**src/verilog/cpu_isa_pkg.sv**
```systemverilog
`default_nettype none

package cpu_isa_pkg;

    localparam int data_w    = 8;  // datapath width
    localparam int reg_count = 4;  // general registers r0..r3

    typedef logic [data_w-1:0] data_t;                // one data word
    typedef logic [$clog2(reg_count)-1:0] reg_idx_t;  // register index

    // instr[7:4] holds the opcode
    // instr[3:2] holds ra, which is also the destination
    // instr[1:0] holds rb
    typedef enum logic [3:0] {
        op_nop = 4'd0,
        op_mov = 4'd1,   // ra <- rb
        op_add = 4'd2,   // ra <- ra + rb
        op_sub = 4'd3,   // ra <- ra - rb
        op_and = 4'd4,
        op_or  = 4'd5,
        op_not = 4'd6,   // ra <- ~ra
        op_inc = 4'd7,
        op_dec = 4'd8,
        op_in  = 4'd9,   // ra <- in_port
        op_out = 4'd10   // out_port <- ra
    } opcode_e;  // codes 11..15 unused, they run as nop

endpackage

`default_nettype wire

```
**src/verilog/cpu_pipe_pkg.sv**
```systemverilog
`default_nettype none

package cpu_pipe_pkg;

    typedef enum logic [3:0] {
        alu_pass_b  = 4'd0,  // mov, and out (b is ra then)
        alu_add     = 4'd1,
        alu_sub     = 4'd2,
        alu_and     = 4'd3,
        alu_or      = 4'd4,
        alu_not_a   = 4'd5,
        alu_inc_a   = 4'd6,
        alu_dec_a   = 4'd7,
        alu_pass_in = 4'd8   // sampled input port
    } alu_op_e;

    // operand source in execute
    typedef enum logic [1:0] {
        fwd_none = 2'd0,  // value read in decode
        fwd_mem  = 2'd1,  // EX/MEM result, one ahead
        fwd_wb   = 2'd2   // MEM/WB result, two ahead
    } fwd_sel_e;

    typedef struct packed {
        alu_op_e alu_op;
        logic    reg_write;  // write result to ra
        logic    io_write;   // present result on out_port
    } ctrl_t;

    // bubble contents, loaded on reset and for idle slots
    localparam ctrl_t ctrl_nop = '{
        alu_op:    alu_pass_b,
        reg_write: 1'b0,
        io_write:  1'b0
    };

endpackage

`default_nettype wire

```
**src/verilog/fwd_if.sv**
```systemverilog
`timescale 1ns/100ps
`default_nettype none

interface fwd_if;

    logic                  mem_we;   // EX/MEM entry writes a register
    cpu_isa_pkg::reg_idx_t mem_rd;   // its destination
    cpu_isa_pkg::data_t    mem_val;  // its result
    logic                  wb_we;    // MEM/WB entry writes a register
    cpu_isa_pkg::reg_idx_t wb_rd;
    cpu_isa_pkg::data_t    wb_val;

    // execute drives mem_*, writeback drives wb_*
    modport src (output mem_we, mem_rd, mem_val, wb_we, wb_rd, wb_val);

    modport sink (input mem_we, mem_rd, mem_val, wb_we, wb_rd, wb_val);

endinterface

`default_nettype wire

```
**src/verilog/cpu_top.sv**
```systemverilog
`timescale 1ns/100ps
`default_nettype none

module cpu_top (
    input  wire                clk,
    input  wire                rst_n,
    input  wire                instr_valid,
    input  wire [7:0]          instr,
    input  cpu_isa_pkg::data_t in_port,
    output logic               out_valid,
    output cpu_isa_pkg::data_t out_port
);

    cpu_isa_pkg::reg_idx_t ra_addr, rb_addr;      // decode reads
    cpu_isa_pkg::data_t    ra_val, rb_val;
    cpu_pipe_pkg::ctrl_t   ex_ctrl, mem_ctrl;
    cpu_isa_pkg::reg_idx_t ex_ra, ex_rb, mem_rd;
    cpu_isa_pkg::data_t    ex_ra_val, ex_rb_val, ex_in_val;
    cpu_isa_pkg::data_t    mem_result;
    logic                  rf_we;                 // writeback to rf
    cpu_isa_pkg::reg_idx_t rf_wr_addr;
    cpu_isa_pkg::data_t    rf_wd;

    fwd_if i_fwd ();

    register_file i_rf (
        .clk (clk), .rst_n (rst_n),
        .ra_addr (ra_addr), .rb_addr (rb_addr),
        .we (rf_we), .wr_addr (rf_wr_addr), .wd (rf_wd),
        .ra_val (ra_val), .rb_val (rb_val)
    );

    decode_stage i_decode (
        .clk (clk), .rst_n (rst_n),
        .instr_valid (instr_valid), .instr (instr), .in_port (in_port),
        .ra_val (ra_val), .rb_val (rb_val),
        .ra_addr (ra_addr), .rb_addr (rb_addr),
        .ex_ctrl (ex_ctrl), .ex_ra (ex_ra), .ex_rb (ex_rb),
        .ex_ra_val (ex_ra_val), .ex_rb_val (ex_rb_val), .ex_in_val (ex_in_val)
    );

    execute_stage i_execute (
        .clk (clk), .rst_n (rst_n),
        .ctrl (ex_ctrl), .ra (ex_ra), .rb (ex_rb),
        .ra_val (ex_ra_val), .rb_val (ex_rb_val), .in_val (ex_in_val),
        .fwd (i_fwd.sink), .fwd_out (i_fwd.src),       // same bus both ways
        .mem_ctrl (mem_ctrl), .mem_rd (mem_rd), .mem_result (mem_result)
    );

    writeback_stage i_writeback (
        .clk (clk), .rst_n (rst_n),
        .ctrl (mem_ctrl), .rd (mem_rd), .result (mem_result),
        .fwd (i_fwd.src),
        .rf_we (rf_we), .rf_wr_addr (rf_wr_addr), .rf_wd (rf_wd),
        .out_valid (out_valid), .out_port (out_port)
    );

endmodule

`default_nettype wire

```
**src/verilog/decode_stage.sv**
```systemverilog
`timescale 1ns/100ps
`default_nettype none

module decode_stage (
    input  wire                   clk,
    input  wire                   rst_n,
    input  wire                   instr_valid,
    input  wire [7:0]             instr,
    input  cpu_isa_pkg::data_t    in_port,
    input  cpu_isa_pkg::data_t    ra_val,     // register file read data
    input  cpu_isa_pkg::data_t    rb_val,
    output cpu_isa_pkg::reg_idx_t ra_addr,    // register file read addresses
    output cpu_isa_pkg::reg_idx_t rb_addr,
    output cpu_pipe_pkg::ctrl_t   ex_ctrl,    // ID/EX register outputs
    output cpu_isa_pkg::reg_idx_t ex_ra,
    output cpu_isa_pkg::reg_idx_t ex_rb,
    output cpu_isa_pkg::data_t    ex_ra_val,
    output cpu_isa_pkg::data_t    ex_rb_val,
    output cpu_isa_pkg::data_t    ex_in_val
);

    logic [7:0]           if_instr;    // IF/ID, zero means nop
    cpu_isa_pkg::data_t   if_in_val;   // port sampled with the instruction
    cpu_isa_pkg::opcode_e opcode;
    cpu_pipe_pkg::ctrl_t  dec_ctrl;

    always_ff @(posedge clk or negedge rst_n) begin
        if (!rst_n) begin
            if_instr <= '0;
        end else begin
            if_instr <= instr_valid ? instr : 8'h00;  // idle slot becomes nop
        end
    end

    always_ff @(posedge clk) begin
        if_in_val <= in_port;
    end

    assign opcode  = cpu_isa_pkg::opcode_e'(if_instr[7:4]);
    assign ra_addr = if_instr[3:2];
    // out routes ra through the b operand
    assign rb_addr = (opcode == cpu_isa_pkg::op_out) ? if_instr[3:2] : if_instr[1:0];

    always_comb begin
        dec_ctrl.alu_op    = cpu_pipe_pkg::alu_pass_b;
        dec_ctrl.reg_write = 1'b1;  // most opcodes write ra
        dec_ctrl.io_write  = 1'b0;
        case (opcode)
            cpu_isa_pkg::op_mov: dec_ctrl.alu_op = cpu_pipe_pkg::alu_pass_b;
            cpu_isa_pkg::op_add: dec_ctrl.alu_op = cpu_pipe_pkg::alu_add;
            cpu_isa_pkg::op_sub: dec_ctrl.alu_op = cpu_pipe_pkg::alu_sub;
            cpu_isa_pkg::op_and: dec_ctrl.alu_op = cpu_pipe_pkg::alu_and;
            cpu_isa_pkg::op_or:  dec_ctrl.alu_op = cpu_pipe_pkg::alu_or;
            cpu_isa_pkg::op_not: dec_ctrl.alu_op = cpu_pipe_pkg::alu_not_a;
            cpu_isa_pkg::op_inc: dec_ctrl.alu_op = cpu_pipe_pkg::alu_inc_a;
            cpu_isa_pkg::op_dec: dec_ctrl.alu_op = cpu_pipe_pkg::alu_dec_a;
            cpu_isa_pkg::op_in:  dec_ctrl.alu_op = cpu_pipe_pkg::alu_pass_in;
            cpu_isa_pkg::op_out: begin
                dec_ctrl.reg_write = 1'b0;
                dec_ctrl.io_write  = 1'b1;  // b already holds ra
            end
            default: dec_ctrl.reg_write = 1'b0;  // nop and spare codes
        endcase
    end

    always_ff @(posedge clk or negedge rst_n) begin
        if (!rst_n) begin
            ex_ctrl <= cpu_pipe_pkg::ctrl_nop;
        end else begin
            ex_ctrl <= dec_ctrl;
        end
    end

    always_ff @(posedge clk) begin
        ex_ra     <= ra_addr;  // also the destination
        ex_rb     <= rb_addr;
        ex_ra_val <= ra_val;   // includes write-through
        ex_rb_val <= rb_val;
        ex_in_val <= if_in_val;
    end

endmodule

`default_nettype wire

```
**src/verilog/execute_stage.sv**
```systemverilog
`timescale 1ns/100ps
`default_nettype none

module execute_stage (
    input  wire                   clk,
    input  wire                   rst_n,
    input  cpu_pipe_pkg::ctrl_t   ctrl,        // ID/EX
    input  cpu_isa_pkg::reg_idx_t ra,
    input  cpu_isa_pkg::reg_idx_t rb,
    input  cpu_isa_pkg::data_t    ra_val,
    input  cpu_isa_pkg::data_t    rb_val,
    input  cpu_isa_pkg::data_t    in_val,
    fwd_if.sink                   fwd,         // both later stages
    fwd_if.src                    fwd_out,     // drives the mem side
    output cpu_pipe_pkg::ctrl_t   mem_ctrl,    // EX/MEM
    output cpu_isa_pkg::reg_idx_t mem_rd,
    output cpu_isa_pkg::data_t    mem_result
);

    cpu_pipe_pkg::fwd_sel_e sel_a;
    cpu_pipe_pkg::fwd_sel_e sel_b;
    cpu_isa_pkg::data_t     op_a;
    cpu_isa_pkg::data_t     op_b;
    cpu_isa_pkg::data_t     alu_out;

    // nearest producer wins
    function automatic cpu_pipe_pkg::fwd_sel_e pick_src(cpu_isa_pkg::reg_idx_t idx);
        if (fwd.mem_we && (fwd.mem_rd == idx)) begin
            return cpu_pipe_pkg::fwd_mem;
        end
        if (fwd.wb_we && (fwd.wb_rd == idx)) begin
            return cpu_pipe_pkg::fwd_wb;
        end
        return cpu_pipe_pkg::fwd_none;
    endfunction

    function automatic cpu_isa_pkg::data_t operand(cpu_pipe_pkg::fwd_sel_e sel,
                                                   cpu_isa_pkg::data_t own);
        case (sel)
            cpu_pipe_pkg::fwd_mem: return fwd.mem_val;
            cpu_pipe_pkg::fwd_wb:  return fwd.wb_val;
            default:               return own;
        endcase
    endfunction

    always_comb begin
        sel_a = pick_src(ra);
        sel_b = pick_src(rb);
        op_a  = operand(sel_a, ra_val);
        op_b  = operand(sel_b, rb_val);
    end

    always_comb begin
        case (ctrl.alu_op)
            cpu_pipe_pkg::alu_pass_b:  alu_out = op_b;
            cpu_pipe_pkg::alu_add:     alu_out = op_a + op_b;  // wraps mod 256
            cpu_pipe_pkg::alu_sub:     alu_out = op_a - op_b;
            cpu_pipe_pkg::alu_and:     alu_out = op_a & op_b;
            cpu_pipe_pkg::alu_or:      alu_out = op_a | op_b;
            cpu_pipe_pkg::alu_not_a:   alu_out = ~op_a;
            cpu_pipe_pkg::alu_inc_a:   alu_out = op_a + cpu_isa_pkg::data_t'(1);
            cpu_pipe_pkg::alu_dec_a:   alu_out = op_a - cpu_isa_pkg::data_t'(1);
            cpu_pipe_pkg::alu_pass_in: alu_out = in_val;
            default:                   alu_out = op_b;
        endcase
    end

    always_ff @(posedge clk or negedge rst_n) begin
        if (!rst_n) begin
            mem_ctrl <= cpu_pipe_pkg::ctrl_nop;
        end else begin
            mem_ctrl <= ctrl;
        end
    end

    always_ff @(posedge clk) begin
        mem_rd     <= ra;  // destination is always ra
        mem_result <= alu_out;
    end

    assign fwd_out.mem_we  = mem_ctrl.reg_write;
    assign fwd_out.mem_rd  = mem_rd;
    assign fwd_out.mem_val = mem_result;

    // a value taken from the mem leg must be a real result
    a_mem_fwd_known: assert property (
        @(posedge clk) disable iff (!rst_n)
        (sel_a == cpu_pipe_pkg::fwd_mem || sel_b == cpu_pipe_pkg::fwd_mem)
            |-> !$isunknown(fwd.mem_val)
    );

endmodule

`default_nettype wire

```
**src/verilog/register_file.sv**
```systemverilog
`timescale 1ns/100ps
`default_nettype none

module register_file (
    input  wire                   clk,
    input  wire                   rst_n,
    input  cpu_isa_pkg::reg_idx_t ra_addr,   // from IF/ID
    input  cpu_isa_pkg::reg_idx_t rb_addr,
    input  wire                   we,        // from MEM/WB
    input  cpu_isa_pkg::reg_idx_t wr_addr,
    input  cpu_isa_pkg::data_t    wd,
    output cpu_isa_pkg::data_t    ra_val,
    output cpu_isa_pkg::data_t    rb_val
);

    cpu_isa_pkg::data_t regs [cpu_isa_pkg::reg_count];

    // write-through so a reader three behind sees the value being written
    function automatic cpu_isa_pkg::data_t read_port(cpu_isa_pkg::reg_idx_t addr);
        if (we && (wr_addr == addr)) begin
            return wd;  // bypass the array
        end
        return regs[addr];
    endfunction

    always_ff @(posedge clk or negedge rst_n) begin
        if (!rst_n) begin
            for (int i = 0; i < cpu_isa_pkg::reg_count; i++) begin
                regs[i] <= '0;  // all registers start at 0
            end
        end else if (we) begin
            regs[wr_addr] <= wd;
        end
    end

    always_comb begin
        ra_val = read_port(ra_addr);
        rb_val = read_port(rb_addr);
    end

    // writeback must never present a floating address with a live strobe
    a_wr_addr_known: assert property (
        @(posedge clk) disable iff (!rst_n) we |-> !$isunknown(wr_addr)
    );

endmodule

`default_nettype wire

```
**src/verilog/writeback_stage.sv**
```systemverilog
`timescale 1ns/100ps
`default_nettype none

module writeback_stage (
    input  wire                   clk,
    input  wire                   rst_n,
    input  cpu_pipe_pkg::ctrl_t   ctrl,        // EX/MEM
    input  cpu_isa_pkg::reg_idx_t rd,
    input  cpu_isa_pkg::data_t    result,
    fwd_if.src                    fwd,         // wb side only
    output logic                  rf_we,
    output cpu_isa_pkg::reg_idx_t rf_wr_addr,
    output cpu_isa_pkg::data_t    rf_wd,
    output logic                  out_valid,
    output cpu_isa_pkg::data_t    out_port
);

    cpu_pipe_pkg::ctrl_t   wb_ctrl;    // MEM/WB
    cpu_isa_pkg::reg_idx_t wb_rd;
    cpu_isa_pkg::data_t    wb_result;

    always_ff @(posedge clk or negedge rst_n) begin
        if (!rst_n) begin
            wb_ctrl <= cpu_pipe_pkg::ctrl_nop;
        end else begin
            wb_ctrl <= ctrl;
        end
    end

    always_ff @(posedge clk) begin
        wb_rd     <= rd;
        wb_result <= result;
    end

    assign rf_we      = wb_ctrl.reg_write;  // lands on the next edge
    assign rf_wr_addr = wb_rd;
    assign rf_wd      = wb_result;

    assign fwd.wb_we  = wb_ctrl.reg_write;
    assign fwd.wb_rd  = wb_rd;
    assign fwd.wb_val = wb_result;

    always_ff @(posedge clk or negedge rst_n) begin
        if (!rst_n) begin
            out_valid <= 1'b0;
            out_port  <= '0;
        end else begin
            out_valid <= wb_ctrl.io_write;  // one-cycle strobe
            if (wb_ctrl.io_write) begin
                out_port <= wb_result;      // held until the next out
            end
        end
    end

    // decode never issues an entry that is both a register write and an out
    a_one_sink: assert property (
        @(posedge clk) disable iff (!rst_n) !(wb_ctrl.reg_write && wb_ctrl.io_write)
    );

endmodule

`default_nettype wire
```
**config.mk**
```make
export PLATFORM = sky130hd
export DESIGN_NAME = cpu_top
export DESIGN_NICKNAME = d
export VERILOG_FILES = /design/src/verilog/cpu_isa_pkg.sv /design/src/verilog/cpu_pipe_pkg.sv /design/src/verilog/fwd_if.sv /design/src/verilog/cpu_top.sv /design/src/verilog/decode_stage.sv /design/src/verilog/execute_stage.sv /design/src/verilog/register_file.sv /design/src/verilog/writeback_stage.sv
export SDC_FILE = /design/constraint.sdc
export NUM_CORES = 1
export LEC_CHECK = 0
export ABC_AREA = 1
export BUFFER_PORTS_ARGS = -buffer_cell sky130_fd_sc_hd__buf_4
export CORE_ASPECT_RATIO = 0.9
export CORE_UTILIZATION = 55
export DETAILED_ROUTE_END_ITERATION = 10
export GPL_ROUTABILITY_DRIVEN = 0
export HOLD_SLACK_MARGIN = 0.15
export PLACE_DENSITY = 0.8
export SLEW_MARGIN = 40
export SYNTH_ARGS = -nofsm -noshare
export SYNTH_HDL_FRONTEND = slang
export SYNTH_SLANG_ARGS = --single-unit
```
**constraint.sdc**
```tcl
create_clock -name clk -period 3.4 [get_ports clk]
set_input_delay 0.68 -clock clk [delete_from_list [all_inputs] [get_ports clk]]
set_output_delay 0.68 -clock clk [all_outputs]
set_load 0.01 [all_outputs]
```
==> flow_summary.json <==
{
  "status": "finished clean",
  "fin_crit_ns": 3.19,
  "dp_hpwl_um": 9510,
  "synth_area_leaders": "dfrtp_1, dfxtp_1, nand2_1, o21ai_0, inv_1",
  "relSlewSlack_pct": 50.5,
  "drc": 0,
  "antenna_left": 0,
  "postSynthAreaPerCell_um2": 8.07,
  "num_vias": 5026,
  "die_x_um": 107,
  "ys_seq_area_share_pct": 47.5,
  "finalNetCount": 755,
  "cts_tree": "yes",
  "root_buffer": "clkbuf_8",
  "synthFlopType": "dfrtp_1",
  "worstSetupPathType": "flip-flop to flip-flop",
  "syn-instance-count": 678,
  "mostFrequentLayoutCell": "nand2_1",
  "post-route-period-util_pct": 93.8,
  "dr.pass1.iters": 5,
  "hold_path_class": "input pin to asynchronous set/reset pin",
  "clock_sinks": 115,
  "yosys_warnings": 0,
  "tightest_slew_ns": 0.742,
  "htree_levels": 4,
  "hold_buffers": 0,
  "drive_gt1_share_pct": 19.3,
  "yosysTopAreaCell": "dfrtp_1",
  "start_util_pct": 56.6,
  "max-cap-violations": 0,
  "antenna_found_initial": 0,
  "power_mw": 5.69,
  "clock_latency_ns": 0.52,
  "end_kind": "flip-flop",
  "cts_buffers": 17,
  "finalMaxSlewViolations": 0,
  "reg2reg_depth": 24,
  "rows": 34,
  "track_usage_pct": 28.2,
  "critical_path.max_fanout": 8,
  "core_mm2": 0.00966,
  "io_pins": 28,
  "layout_common_cells": "nand2_1, inv_1, o21ai_0",
  "die_h_um": 96.6,
  "grt_pass1_wl_um": 22400,
  "finClkSkew_ns": 0.00496,
  "final_hold_viol_count": 0,
  "wl_per_cell_um": 16.3,
  "cp_data_required_time_ns": 3.81,
  "grt_max_degree": 60,
  "viasPerCell": 5.80,
  "overflow": 0,
  "port_buffers": 27,
  "synth_top_area_share_pct": 27.0,
  "setup_viol": 0,
  "routed_wl_um": 14200,
  "synthArstFlopShare_pct": 51.3,
  "dieArea_mm2": 0.0103,
  "startpoint_type": "flip-flop",
  "synth_edf_count": 0,
  "cp.arrival_ns": 3.59,
  "fmaxAchievable_ghz": 0.314,
  "grt_pass1_vias": 4789,
  "diodes": 0,
  "fillers": 711,
  "place_area_mm2": 0.00584,
  "leakage_nw": 3.08,
  "clockBufferDepth": 2,
  "cts.clk_slew.worst_paths_ns": 0.06,
  "synth_cell_type_count": 49,
  "synth_nets": 706,
  "powerDensity_mw_per_mm2": 868,
  "fin_area_mm2": 0.00655,
  "area_growth_pct": 19.8,
  "drt_iter0_markers": 548,
  "synth-seq-cells": 115,
  "syn-cell-area_mm2": 0.00547,
  "peakVddDrop_mv": 0.447
}
[layer usage]
metal | routed length (µm) | part of all wire (%) | track usage, %
met1 | 5480 | 39 | 35.4
met2 | 6780 | 48 | 44.5
met3 | 1380 | 9.7 | 8.29
met4 | 522 | 3.7 | 13.8
met5 | 0 | 0 | 0
[worst max-delay path, stage by stage (launching register included)]
cell	delay [ns]
dfxtp_2	0.35
inv_1	0.08
a21oi_2	0.17
nand3_4	0.18
inv_6	0.12
nand2_1	0.07
nand2_2	0.11
nor2_8	0.05
ha_1	0.23
xor2_1	0.17
a22o_1	0.22
ha_4	0.29
inv_1	0.04
nor2_1	0.08
nor2_1	0.05
o21bai_1	0.13
inv_1	0.07
nor2_1	0.08
inv_1	0.05
nand2_1	0.07
a21oi_2	0.06
xor2_1	0.17
o21ai_1	0.07
nor2_1	0.08
nand3_1	0.07
[stage by stage]
step / setup slack (ns) / utilization [%] / setup TNS, ns / hold slack [ns] / instances
finish: 0.212 / 67.9 / 0 / 0.128 / 866
detailed placement: 0.134 / 60.5 / 0 / 0.313 / 824
CTS: 0.108 / 65.9 / 0 / 0.237 / 856
global route: -0.0365 / 67.9 / -0.0628 / 0.161 / 866
global placement: 0.267 / 60.4 / 0 / 0.310 / 824
floorplan: 0.449 / - / 0 / 0.310 / 678
[sequential cells by signal, indices dropped and copies added, names as in the netlist]
signal	count
i_writeback.out_port	8
i_execute.fwd_out.mem_rd	2
i_decode.ex_rb	2
i_decode.ex_ra	2
i_execute.fwd_out.mem_val	8
i_writeback.fwd.wb_we	1
i_execute.mem_ctrl	1
i_rf.regs	32
i_decode.ex_ctrl	6
i_decode.ex_rb_val	8
i_writeback.wb_ctrl	1
i_execute.fwd_out.mem_we	1
i_writeback.fwd.wb_val	8
i_decode.if_in_val	8
i_writeback.out_valid	1
i_writeback.fwd.wb_rd	2
i_decode.ex_in_val	8
i_decode.if_instr	8
i_decode.ex_ra_val	8
[timing repair]
item,CTS,global route
endpoints found under the setup margin,0,4
gates resized for setup,0,26
setup buffers,0,10
[power by group]
part           switching [mW]  total, mW  internal, mW
Clock                   0.647       1.54         0.894
Sequential              0.271       2.04          1.76
Combinational            1.30       2.11         0.816
[cell usage after synthesis, types with 4 or more instances]
cell      count
nand2_1     127
inv_1        82
o21ai_0      81
nor2_1       73
dfrtp_1      59
dfxtp_1      56
a21oi_1      33
nand3_1      19
clkbuf_1     17
o211ai_1     12
a31oi_1      10
nand3_2      10
ha_1          8
inv_2         8
nor3_1        8
o22ai_1       8
nand2_2       6
nand3b_1      6
o21ai_1       6
o221ai_1      5
xor2_1        4
[kinds of logic (layout without fill, tap and decap cells)]
kind of cell | Yosys count | in the layout | synth area share, %
adders and majority gates | 9 | 9 | 2.20
DFF | 115 | 115 | 47.5
muxes | 1 | 1 | 0.183
and+or+nand+nor | 263 | 263 | 22.8
buffers and inverters | 111 | 173 | 7.94
xor gates and xnor gates | 6 | 6 | 0.961
AOI/OAI and AO/OA | 173 | 173 | 18.5
[final timing paths]
path	slack [ns]	start	end
hold / removal	0.13	rst_n	i_decode.ex_ctrl[0]$_DFF_PN0_
min in group clk	0.26	in_port[7]	i_decode.if_in_val[7]$_DFF_P_
setup / recovery	0.21	i_execute.fwd_out.mem_rd[0]$_DFF_P_	i_execute.fwd_out.mem_val[6]$_DFF_P_
max in group asynchronous	2.87	rst_n	i_writeback.fwd.wb_we$_DFF_PN0_
hold reg to reg	0.33	i_decode.if_in_val[1]$_DFF_P_	i_decode.ex_in_val[1]$_DFF_P_
setup reg to reg	0.21	i_execute.fwd_out.mem_rd[0]$_DFF_P_	i_execute.fwd_out.mem_val[6]$_DFF_P_
[cell type report]
type	instances	area [µm²]	area share (%)
flip-flops and latches	115	2610	39.8
multi-input cells	452	2530	38.6
clock buffers	17	414	6.32
repair buffers	50	383	5.84
inverters	91	349	5.33
well taps	126	158	2.41
clock inverters	15	110	1.68
Note: power is estimated with default switching activity, not from simulation.
